--- src/common/rv32i_pkg.sv ---
package rv32i_pkg;

    typedef logic [31:0] rv32i_word;
    typedef logic [4:0] reg_idx_t;
    typedef logic [3:0] mbe_t;

    // major opcodes, instr[6:0]
    typedef enum logic [6:0] {
        op_lui   = 7'b0110111,
        op_auipc = 7'b0010111,
        op_jal   = 7'b1101111,
        op_jalr  = 7'b1100111,
        op_br    = 7'b1100011,
        op_load  = 7'b0000011,
        op_store = 7'b0100011,
        op_imm   = 7'b0010011,
        op_reg   = 7'b0110011
    } rv32i_opcode;

    typedef enum logic [3:0] {
        alu_add,
        alu_sub,
        alu_sll,
        alu_slt,
        alu_sltu,
        alu_xor,
        alu_srl,
        alu_sra,
        alu_or,
        alu_and
    } alu_op_t;

    typedef enum logic {
        src1_rs1,
        src1_pc
    } alu_src1_t;

    typedef enum logic [2:0] {
        src2_rs2,
        src2_i_imm,
        src2_s_imm,
        src2_u_imm,
        src2_j_imm
    } alu_src2_t;

    typedef enum logic [2:0] {
        wb_alu,
        wb_load_word,
        wb_load_byte,
        wb_load_byte_unsigned,
        wb_u_imm,
        wb_pc_plus4
    } wb_sel_t;

    // copied unchanged through ID/EX, EX/MEM and MEM/WB
    typedef struct packed {
        rv32i_word instr;
        alu_src1_t src1_sel;
        alu_src2_t src2_sel;
        alu_op_t alu_op;
        logic [2:0] br_cond;
        logic is_branch;
        logic is_jal;
        logic is_jalr;
        logic mem_read;
        logic mem_write;
        logic store_byte;
        wb_sel_t wb_sel;
        logic reg_write;
        reg_idx_t dest;
    } ctrl_word_t;

    // all zero, so no memory access and no register write
    localparam ctrl_word_t nop_ctrl = '0;

endpackage

--- src/decode/control_unit.sv ---
`timescale 1ns/1ps

module control_unit (
    input  rv32i_pkg::rv32i_word  instr,
    output rv32i_pkg::ctrl_word_t ctrl
);

    rv32i_pkg::rv32i_opcode opcode;
    logic [2:0] funct3;
    logic [6:0] funct7;
    rv32i_pkg::ctrl_word_t dec;
    logic valid;

    // funct3 plus the alternate bit (funct7[5]) to an alu op
    function automatic rv32i_pkg::alu_op_t arith_op(input logic [2:0] f3, input logic alt);
        rv32i_pkg::alu_op_t sel;
        case (f3)
            3'b000:  sel = alt ? rv32i_pkg::alu_sub : rv32i_pkg::alu_add;
            3'b001:  sel = rv32i_pkg::alu_sll;
            3'b010:  sel = rv32i_pkg::alu_slt;
            3'b011:  sel = rv32i_pkg::alu_sltu;
            3'b100:  sel = rv32i_pkg::alu_xor;
            3'b101:  sel = alt ? rv32i_pkg::alu_sra : rv32i_pkg::alu_srl;
            3'b110:  sel = rv32i_pkg::alu_or;
            default: sel = rv32i_pkg::alu_and;
        endcase
        return sel;
    endfunction

    assign opcode = rv32i_pkg::rv32i_opcode'(instr[6:0]);
    assign funct3 = instr[14:12];
    assign funct7 = instr[31:25];

    always_comb begin
        dec = rv32i_pkg::nop_ctrl;
        valid = 1'b0;
        dec.instr = instr;
        dec.br_cond = funct3;
        case (opcode)
            rv32i_pkg::op_reg: begin
                // only add/sub and srl/sra have an alternate encoding
                valid = (funct7 == 7'b0000000)
                    || (funct7 == 7'b0100000 && (funct3 == 3'b000 || funct3 == 3'b101));
                dec.src2_sel = rv32i_pkg::src2_rs2;
                dec.alu_op = arith_op(funct3, funct7[5]);
                dec.reg_write = 1'b1;
            end
            rv32i_pkg::op_imm: begin
                if (funct3 == 3'b001) begin
                    valid = (funct7 == 7'b0000000);
                end else if (funct3 == 3'b101) begin
                    valid = (funct7 == 7'b0000000) || (funct7 == 7'b0100000);
                end else begin
                    valid = 1'b1;
                end
                dec.src2_sel = rv32i_pkg::src2_i_imm;
                // no subi, so bit 30 only matters for the shift
                dec.alu_op = arith_op(funct3, funct3 == 3'b101 && funct7[5]);
                dec.reg_write = 1'b1;
            end
            rv32i_pkg::op_lui: begin
                valid = 1'b1;
                dec.wb_sel = rv32i_pkg::wb_u_imm;
                dec.reg_write = 1'b1;
            end
            rv32i_pkg::op_auipc: begin
                valid = 1'b1;
                dec.src1_sel = rv32i_pkg::src1_pc;
                dec.src2_sel = rv32i_pkg::src2_u_imm;
                dec.reg_write = 1'b1;
            end
            rv32i_pkg::op_br: begin
                valid = (funct3 != 3'b010) && (funct3 != 3'b011);
                dec.src2_sel = rv32i_pkg::src2_rs2;
                dec.alu_op = funct3[1] ? rv32i_pkg::alu_sltu : rv32i_pkg::alu_slt;
                dec.is_branch = 1'b1;
            end
            rv32i_pkg::op_jal: begin
                valid = 1'b1;
                dec.src1_sel = rv32i_pkg::src1_pc;
                dec.src2_sel = rv32i_pkg::src2_j_imm;
                dec.is_jal = 1'b1;
                dec.wb_sel = rv32i_pkg::wb_pc_plus4;
                dec.reg_write = 1'b1;
            end
            rv32i_pkg::op_jalr: begin
                valid = (funct3 == 3'b000);
                dec.src2_sel = rv32i_pkg::src2_i_imm;
                dec.is_jalr = 1'b1;
                dec.wb_sel = rv32i_pkg::wb_pc_plus4;
                dec.reg_write = 1'b1;
            end
            rv32i_pkg::op_load: begin
                // lb, lw and lbu only
                valid = (funct3 == 3'b000) || (funct3 == 3'b010) || (funct3 == 3'b100);
                dec.src2_sel = rv32i_pkg::src2_i_imm;
                dec.mem_read = 1'b1;
                case (funct3)
                    3'b000:  dec.wb_sel = rv32i_pkg::wb_load_byte;
                    3'b100:  dec.wb_sel = rv32i_pkg::wb_load_byte_unsigned;
                    default: dec.wb_sel = rv32i_pkg::wb_load_word;
                endcase
                dec.reg_write = 1'b1;
            end
            rv32i_pkg::op_store: begin
                valid = (funct3 == 3'b000) || (funct3 == 3'b010);
                dec.src2_sel = rv32i_pkg::src2_s_imm;
                dec.mem_write = 1'b1;
                dec.store_byte = (funct3 == 3'b000);
            end
            default: begin
                valid = 1'b0;
            end
        endcase
        dec.dest = dec.reg_write ? instr[11:7] : 5'd0;
        ctrl = valid ? dec : rv32i_pkg::nop_ctrl;
    end

endmodule

--- src/decode/regfile.sv ---
`timescale 1ns/1ps

module regfile (
    input  logic                 clk,
    input  logic                 arst_n,
    input  logic                 write_en,
    input  rv32i_pkg::reg_idx_t  write_idx,
    input  rv32i_pkg::reg_idx_t  read_idx1,
    input  rv32i_pkg::reg_idx_t  read_idx2,
    input  rv32i_pkg::rv32i_word write_data,
    output rv32i_pkg::rv32i_word read_data1,
    output rv32i_pkg::rv32i_word read_data2
);

    // x0 has no storage
    rv32i_pkg::rv32i_word regs [1:31];
    logic do_write;

    assign do_write = write_en && (write_idx != 5'd0);

    always_ff @(posedge clk or negedge arst_n) begin
        if (!arst_n) begin
            for (int i = 1; i < 32; i++) begin
                regs[i] <= '0;
            end
        end else if (do_write) begin
            regs[write_idx] <= write_data;
        end
    end

    // write-through, so a reader three slots behind the writer sees the new value
    assign read_data1 = (read_idx1 == 5'd0) ? '0 :
                        (do_write && write_idx == read_idx1) ? write_data : regs[read_idx1];
    assign read_data2 = (read_idx2 == 5'd0) ? '0 :
                        (do_write && write_idx == read_idx2) ? write_data : regs[read_idx2];

endmodule

--- src/execute/alu.sv ---
`timescale 1ns/1ps

module alu (
    input  rv32i_pkg::alu_op_t   op,
    input  rv32i_pkg::rv32i_word a,
    input  rv32i_pkg::rv32i_word b,
    output rv32i_pkg::rv32i_word f,
    output logic                 equal,
    output logic                 less_signed,
    output logic                 less_unsigned
);

    logic [4:0] shamt;

    assign shamt = b[4:0];

    // compare flags are independent of op, the branch logic reads them
    assign equal = (a == b);
    assign less_signed = ($signed(a) < $signed(b));
    assign less_unsigned = (a < b);

    always_comb begin
        case (op)
            rv32i_pkg::alu_add:  f = a + b;
            rv32i_pkg::alu_sub:  f = a - b;
            rv32i_pkg::alu_sll:  f = a << shamt;
            rv32i_pkg::alu_slt:  f = {31'd0, less_signed};
            rv32i_pkg::alu_sltu: f = {31'd0, less_unsigned};
            rv32i_pkg::alu_xor:  f = a ^ b;
            rv32i_pkg::alu_srl:  f = a >> shamt;
            rv32i_pkg::alu_sra:  f = $signed(a) >>> shamt;
            rv32i_pkg::alu_or:   f = a | b;
            rv32i_pkg::alu_and:  f = a & b;
            default:             f = a + b;
        endcase
    end

endmodule

--- src/execute/execute_stage.sv ---
`timescale 1ns/1ps

module execute_stage (
    input  rv32i_pkg::ctrl_word_t ctrl,
    input  rv32i_pkg::rv32i_word  pc,
    input  rv32i_pkg::rv32i_word  rs1_value,
    input  rv32i_pkg::rv32i_word  rs2_value,
    output rv32i_pkg::rv32i_word  result,
    output rv32i_pkg::rv32i_word  target,
    output logic                  taken
);

    rv32i_pkg::rv32i_word i_imm;
    rv32i_pkg::rv32i_word s_imm;
    rv32i_pkg::rv32i_word b_imm;
    rv32i_pkg::rv32i_word u_imm;
    rv32i_pkg::rv32i_word j_imm;
    rv32i_pkg::rv32i_word operand_a;
    rv32i_pkg::rv32i_word operand_b;
    rv32i_pkg::rv32i_word alu_f;
    logic equal;
    logic less_signed;
    logic less_unsigned;
    logic cond_true;

    assign i_imm = {{21{ctrl.instr[31]}}, ctrl.instr[30:20]};
    assign s_imm = {{21{ctrl.instr[31]}}, ctrl.instr[30:25], ctrl.instr[11:7]};
    assign b_imm = {{20{ctrl.instr[31]}}, ctrl.instr[7], ctrl.instr[30:25],
                    ctrl.instr[11:8], 1'b0};
    assign u_imm = {ctrl.instr[31:12], 12'h000};
    assign j_imm = {{12{ctrl.instr[31]}}, ctrl.instr[19:12], ctrl.instr[20],
                    ctrl.instr[30:21], 1'b0};

    always_comb begin
        operand_a = (ctrl.src1_sel == rv32i_pkg::src1_pc) ? pc : rs1_value;
        case (ctrl.src2_sel)
            rv32i_pkg::src2_i_imm: operand_b = i_imm;
            rv32i_pkg::src2_s_imm: operand_b = s_imm;
            rv32i_pkg::src2_u_imm: operand_b = u_imm;
            rv32i_pkg::src2_j_imm: operand_b = j_imm;
            default:               operand_b = rs2_value;
        endcase
    end

    alu i_alu (
        .op(ctrl.alu_op),
        .a(operand_a),
        .b(operand_b),
        .f(alu_f),
        .equal(equal),
        .less_signed(less_signed),
        .less_unsigned(less_unsigned)
    );

    // branch condition from funct3
    always_comb begin
        case (ctrl.br_cond)
            3'b000:  cond_true = equal;
            3'b001:  cond_true = !equal;
            3'b100:  cond_true = less_signed;
            3'b101:  cond_true = !less_signed;
            3'b110:  cond_true = less_unsigned;
            default: cond_true = !less_unsigned;
        endcase
    end

    assign result = alu_f;
    // jalr target is rs1 + imm from the alu, bit 0 cleared later in the mem stage
    assign target = ctrl.is_jalr ? alu_f : pc + (ctrl.is_jal ? j_imm : b_imm);
    assign taken = ctrl.is_jal || ctrl.is_jalr || (ctrl.is_branch && cond_true);

endmodule

--- src/hdl/datapath.sv ---
`timescale 1ns/1ps

module datapath #(
    parameter rv32i_pkg::rv32i_word RESET_PC = 32'h0000_0000
) (
    input  logic                 clk,
    input  logic                 arst_n,
    input  rv32i_pkg::rv32i_word inst_rdata,
    output rv32i_pkg::rv32i_word inst_addr,
    input  rv32i_pkg::rv32i_word data_rdata,
    output rv32i_pkg::rv32i_word data_addr,
    output rv32i_pkg::rv32i_word data_wdata,
    output rv32i_pkg::mbe_t      data_mbe,
    output logic                 data_read,
    output logic                 data_write
);

    // fetch
    rv32i_pkg::rv32i_word pc;
    rv32i_pkg::rv32i_word pc_next;

    // decode
    rv32i_pkg::rv32i_word instr_id;
    rv32i_pkg::rv32i_word pc_id;
    rv32i_pkg::ctrl_word_t ctrl_id;
    rv32i_pkg::rv32i_word rs1_id;
    rv32i_pkg::rv32i_word rs2_id;

    // execute
    rv32i_pkg::ctrl_word_t ctrl_ex;
    rv32i_pkg::rv32i_word pc_ex;
    rv32i_pkg::rv32i_word rs1_ex;
    rv32i_pkg::rv32i_word rs2_ex;
    rv32i_pkg::rv32i_word alu_ex;
    rv32i_pkg::rv32i_word target_ex;
    logic taken_ex;

    // memory
    rv32i_pkg::ctrl_word_t ctrl_mem;
    rv32i_pkg::rv32i_word pc_mem;
    rv32i_pkg::rv32i_word alu_mem;
    rv32i_pkg::rv32i_word target_mem;
    rv32i_pkg::rv32i_word rs2_mem;
    logic taken_mem;

    // writeback
    rv32i_pkg::ctrl_word_t ctrl_wb;
    rv32i_pkg::rv32i_word pc_wb;
    rv32i_pkg::rv32i_word alu_wb;
    rv32i_pkg::rv32i_word load_wb;
    rv32i_pkg::rv32i_word wb_value;

    // redirect happens when the transfer reaches the mem stage
    always_comb begin
        if (taken_mem) begin
            pc_next = ctrl_mem.is_jalr ? {target_mem[31:1], 1'b0} : target_mem;
        end else begin
            pc_next = pc + 32'd4;
        end
    end

    // control state
    always_ff @(posedge clk or negedge arst_n) begin
        if (!arst_n) begin
            pc <= RESET_PC;
            instr_id <= '0;
            ctrl_ex <= rv32i_pkg::nop_ctrl;
            ctrl_mem <= rv32i_pkg::nop_ctrl;
            ctrl_wb <= rv32i_pkg::nop_ctrl;
            taken_mem <= 1'b0;
        end else begin
            pc <= pc_next;
            instr_id <= inst_rdata;
            ctrl_ex <= ctrl_id;
            ctrl_mem <= ctrl_ex;
            ctrl_wb <= ctrl_mem;
            taken_mem <= taken_ex;
        end
    end

    // stage payload
    always_ff @(posedge clk) begin
        pc_id <= pc;
        pc_ex <= pc_id;
        rs1_ex <= rs1_id;
        rs2_ex <= rs2_id;
        pc_mem <= pc_ex;
        alu_mem <= alu_ex;
        target_mem <= target_ex;
        rs2_mem <= rs2_ex;
        pc_wb <= pc_mem;
        alu_wb <= alu_mem;
        load_wb <= data_rdata;
    end

    control_unit i_control_unit (
        .instr(instr_id),
        .ctrl(ctrl_id)
    );

    regfile i_regfile (
        .clk(clk),
        .arst_n(arst_n),
        .write_en(ctrl_wb.reg_write),
        .write_idx(ctrl_wb.dest),
        .read_idx1(instr_id[19:15]),
        .read_idx2(instr_id[24:20]),
        .write_data(wb_value),
        .read_data1(rs1_id),
        .read_data2(rs2_id)
    );

    execute_stage i_execute_stage (
        .ctrl(ctrl_ex),
        .pc(pc_ex),
        .rs1_value(rs1_ex),
        .rs2_value(rs2_ex),
        .result(alu_ex),
        .target(target_ex),
        .taken(taken_ex)
    );

    result_select i_result_select (
        .ctrl(ctrl_wb),
        .alu_result(alu_wb),
        .load_data(load_wb),
        .pc(pc_wb),
        .byte_lane(alu_wb[1:0]),
        .wb_value(wb_value)
    );

    // sb puts the byte on every lane and enables only the addressed one
    always_comb begin
        if (ctrl_mem.store_byte) begin
            data_wdata = {4{rs2_mem[7:0]}};
            data_mbe = 4'b0001 << alu_mem[1:0];
        end else begin
            data_wdata = rs2_mem;
            data_mbe = 4'b1111;
        end
        if (!ctrl_mem.mem_write) begin
            data_mbe = 4'b0000;
        end
    end

    assign inst_addr = pc;
    assign data_addr = alu_mem;
    assign data_read = ctrl_mem.mem_read;
    assign data_write = ctrl_mem.mem_write;

endmodule

--- src/hdl/result_select.sv ---
`timescale 1ns/1ps

module result_select (
    input  rv32i_pkg::ctrl_word_t ctrl,
    input  rv32i_pkg::rv32i_word  alu_result,
    input  rv32i_pkg::rv32i_word  load_data,
    input  rv32i_pkg::rv32i_word  pc,
    input  logic [1:0]            byte_lane,
    output rv32i_pkg::rv32i_word  wb_value
);

    logic [7:0] lane_byte;
    rv32i_pkg::rv32i_word u_imm;

    // memory returns the whole aligned word
    always_comb begin
        case (byte_lane)
            2'd0:    lane_byte = load_data[7:0];
            2'd1:    lane_byte = load_data[15:8];
            2'd2:    lane_byte = load_data[23:16];
            default: lane_byte = load_data[31:24];
        endcase
    end

    assign u_imm = {ctrl.instr[31:12], 12'h000};

    always_comb begin
        case (ctrl.wb_sel)
            rv32i_pkg::wb_load_word:          wb_value = load_data;
            rv32i_pkg::wb_load_byte:          wb_value = {{24{lane_byte[7]}}, lane_byte};
            rv32i_pkg::wb_load_byte_unsigned: wb_value = {24'd0, lane_byte};
            rv32i_pkg::wb_u_imm:              wb_value = u_imm;
            rv32i_pkg::wb_pc_plus4:           wb_value = pc + 32'd4;
            default:                          wb_value = alu_result;
        endcase
    end

endmodule

--- config.mk ---
export PLATFORM = sky130hd
export DESIGN_NAME = datapath
export DESIGN_NICKNAME = d
export VERILOG_FILES = /design/src/common/rv32i_pkg.sv /design/src/decode/control_unit.sv /design/src/decode/regfile.sv /design/src/execute/alu.sv /design/src/execute/execute_stage.sv /design/src/hdl/datapath.sv /design/src/hdl/result_select.sv
export SDC_FILE = /design/constraint.sdc
export NUM_CORES = 2
export LEC_CHECK = 0
export BUFFER_PORTS_ARGS = -buffer_cell sky130_fd_sc_hd__buf_2
export CAP_MARGIN = 30
export CORE_MARGIN = 8
export CORE_UTILIZATION = 37
export DETAILED_ROUTE_END_ITERATION = 6
export GPL_TIMING_DRIVEN = 0
export PLACE_DENSITY_LB_ADDON = 0.25
export SKIP_CTS_REPAIR_TIMING = 1
export SLEW_MARGIN = 40
export SYNTH_ARGS = -nofsm -noshare
export SYNTH_HDL_FRONTEND = slang
export SYNTH_SLANG_ARGS = --single-unit
--- constraint.sdc ---
create_clock -name clk -period 5.26 [get_ports clk]
set_input_delay 0.263 -clock clk [delete_from_list [all_inputs] [get_ports clk]]
set_output_delay 0.263 -clock clk [all_outputs]
set_load 0.1 [all_outputs]
==> qor.txt <==
run status: finished, violations left
failing checks: setup timing
first drt pass iteration count: 6
min-delay worst type: primary input to register
CP Launch Type: register
Critical Path Start: ctrl_ex[24]
Seq cells post-synth: 1519
fin. max-slew vios: 0
Initial Utilization: 37.2%
Slew headroom: 31.5%
Mean Syn Cell Area: 10.5 sq um
Worst EP required: 5.98 ns
Final Hold Vio Count: 0
hold path start: data_rdata[10]
Area Overhead vs Synth: 16.9%
number of vias per cell: 6.15
initial antenna violation count: 22
std cell rows: 169
Ys Warns: 0
Crit Path Max Fanout: 11
GRT Max-Usage Layer: met2
Worst R2R Path Depth: 14
share of layout cells above drive strength 1: 20.3%
Peak VDD IR: 0.000353 V
CTS clk-pin slew, worst paths: 0.07 ns
TritonCTS buffer count: 169
Top FF cell, synth: dfrtp_1
Leak: 0.0383 uW
CP max stage delay: 0.72 ns
period utilisation layout: 100%
met2 usage: 46.6%
layout filler cell count: 20115
Critical Path Stages: 14
clock tree root driver cell: clkbuf_16
count of cell types in the netlist: 103
Synth Area in Adders: 2.12%
first-pass GRT wire length: 512000 microns
mapped cell area: 0.0789 sq mm
Synth Instances: 7530
I/O Pins: 168
Fin Hold WS: 0.0722 ns
EDFF count, synth: 0
XOR/XNOR share of the synthesized area: 1.24%
DRT antenna net count: 0
max-cap violations: 0
Sequential Area: 0.0363 sq mm
DR DRC count: 0
clock buffer depth: 3
multiplexer share of the synthesized area: 19.2%
die width: 478 microns
DRT iter0 DRCs: 8642
core area: 0.212 sq mm
CP endpoint kind: register
largest family of logic cells by synthesized area: multiplexers
Worst-Margin Slew: 1.02 ns
Overflow after GRT: 0
Syn Nets: 7728
reg2reg end: target_mem[6]
compound-cell area share of the yosys netlist: 16.3%
CP endpoint: target_mem[6]
Final HPWL DP: 295000 microns
area of the multi-input gates: 0.0403 sq mm
Sink Count: 1519
power per standard cell area: 318 mW/mm^2
via count: 67510
Routed WL: 366000 microns
simple-gate area share of the yosys netlist: 11.0%
CTS tree: yes
most frequent CP cell: buf_6
Final WS setup: -0.0238 ns
CP max-delay cell: clkbuf_1
gpl congestion: 1.01
Die ar.: 0.228 sq mm
ys async rst share: 76.8%
fmax: 189 MHz
final setup vio count: 2
Setup Skew: 0.0671 ns
sequential cell area fraction in the yosys report: 45.9%
met1 GRT Util: 42.3%
routed len/inst: 33.4 microns
minimum clock period: 5.28 ns
total power: 29400 uW
largest net degree at the start of global routing: 105
crit path kind: register to register
R2R Setup Slk: -0.02 ns
Port Buf Inserts: 167
met3 usage in global routing: 7.07%
total global routing track utilization: 31.1%
vias in the first global route: 65599
Setup TNS Final: -0.0472 ns
CP Data Arrival Time: 6.00 ns
critical path, cell by cell: buf_6 > buf_6 > mux2i_2 > o221ai_4 > nor2_4 > buf_12 > buf_4 > buf_2 > clkbuf_1 > a21oi_1 > and2_1 > o21ai_0 > o2111ai_2 > mux2_2
# nets final: 8195
Buf+Inv Stages, Crit Path: 6
H-Tree Level Count: 4
worst skew pair latency: 0.84 ns
critical path's top delay family: buffers and inverters
RR Startpoint: ctrl_ex[24]
Die Ht: 478 microns
==> metal layers <==
layer	vias to the layer above	share of wire (%)
li1	28391	-
met1	34723	41
met2	3672	43
met3	716	9.4
met4	8	6.5
met5	-	0.015
==> per-stage QoR <==
stage | cells | utilization [%] | setup WS [ns] | area (sq um)
after floorplan | 7530 | - | 0.520 | 78900
after global placement | 10518 | 39.3 | -22.24 | 83300
after detailed placement | 10575 | 40.0 | -2.16 | 84800
after CTS | 10891 | 42.8 | -2.21 | 90800
after global routing | 10963 | 43.5 | -0.0288 | 92200
final | 10972 | 43.5 | -0.0238 | 92300
==> cell usage after synthesis (all sizes together) (17+ instances only) <==
cell	number	area, sq um
a211oi	39	293
a21o	38	285
o211ai	96	721
o221ai	17	155
inv	152	571
xnor2	60	526
dfrtp	1167	29200
a21oi	215	1150
nor2	245	927
a22o	66	578
or2	17	106
xor2	52	455
nand2	1280	4810
a221oi	53	483
o32ai	20	213
buf	136	713
nor4	24	163
and2	48	303
o21a	31	233
o22ai	31	194
a2111oi	21	190
mux2i	65	654
dfxtp	352	7050
nor3	92	465
o21ai	1322	6630
mux2	131	1480
ha	129	1610
nand3	89	445
o311ai	17	149
nand2b	87	544
mux4	577	13000
o21bai	18	135
clkbuf	533	2000
a31oi	23	144
nand4	29	181
and3	26	163
o31ai	27	203
==> cell usage in the layout, fill, tap and decap left out, types with 121 or more instances in the layout <==
master and count:
clkbuf_1 476, buf_2 238, o21ai_0 1272, a21oi_1 182
nand2_1 1278, nor2_1 240, inv_1 144, mux4_2 577
dfxtp_1 352, mux2_2 131, dfrtp_1 1165, ha_1 121
clkbuf_16 172
==> worst min-delay path by stage <==
stage               slack (ns)                   to  cells past startpoint
global route              0.06         instr_id[18]                      2
global placement          0.31            pc_wb[17]                      0
floorplan                -0.03           ctrl_ex[0]                      0
CTS                      -0.67  i_regfile.regs[348]                      1
detailed placement        0.21  i_regfile.regs[348]                      1
finish                    0.07          load_wb[10]                      2
==> layout make-up <==
type	count	share of cell area, %
Multi-Input combinational cell	5186	43.7
Clock inverter	74	1.10
Clock buffer	242	5.40
Timing Repair Buffer	314	2.88
Tap cell	2821	3.83
Buffer	651	3.17
Antenna cell	9	0.0244
Inverter	156	0.644
Sequential cell	1519	39.3
==> flip-flops by register name, summed over array words and instances (netlist names) <==
| name | count |
|---|---|
| i_regfile.regs | 992 |
| rs2_ex | 32 |
| load_wb | 32 |
| rs2_mem | 32 |
| alu_wb | 32 |
| data_read | 1 |
| pc_id | 32 |
| pc_ex | 32 |
| pc_mem | 32 |
| pc_wb | 32 |
| data_addr | 32 |
| inst_addr | 32 |
| ctrl_mem | 31 |
| data_write | 1 |
| taken_mem | 1 |
| rs1_ex | 32 |
| ctrl_wb | 29 |
| target_mem | 32 |
| instr_id | 32 |
| ctrl_ex | 48 |
==> where the power goes <==
part | leakage, uW | switching [uW] | total, uW | internal (uW)
registers | 0.0191 | 383 | 12400 | 12000
logic | 0.0162 | 3240 | 4340 | 1100
clock network | 0.00291 | 5250 | 12600 | 7390
total | 0.0383 | 8880 | 29400 | 20500
==> kinds of logic (layout without fill, tap and decap cells) <==
logic type / Yosys count / in the layout
other: 0 / 9
AO/OA/AOI/OAI: 2157 / 2157
XOR/XNOR: 112 / 112
flip-flops: 1519 / 1519
buffers and inverters: 825 / 1437
AND/OR/NAND/NOR: 2012 / 2012
multiplexers: 773 / 773
adder cells (fa/ha/maj): 132 / 132
(Power assumes the default switching activity.)
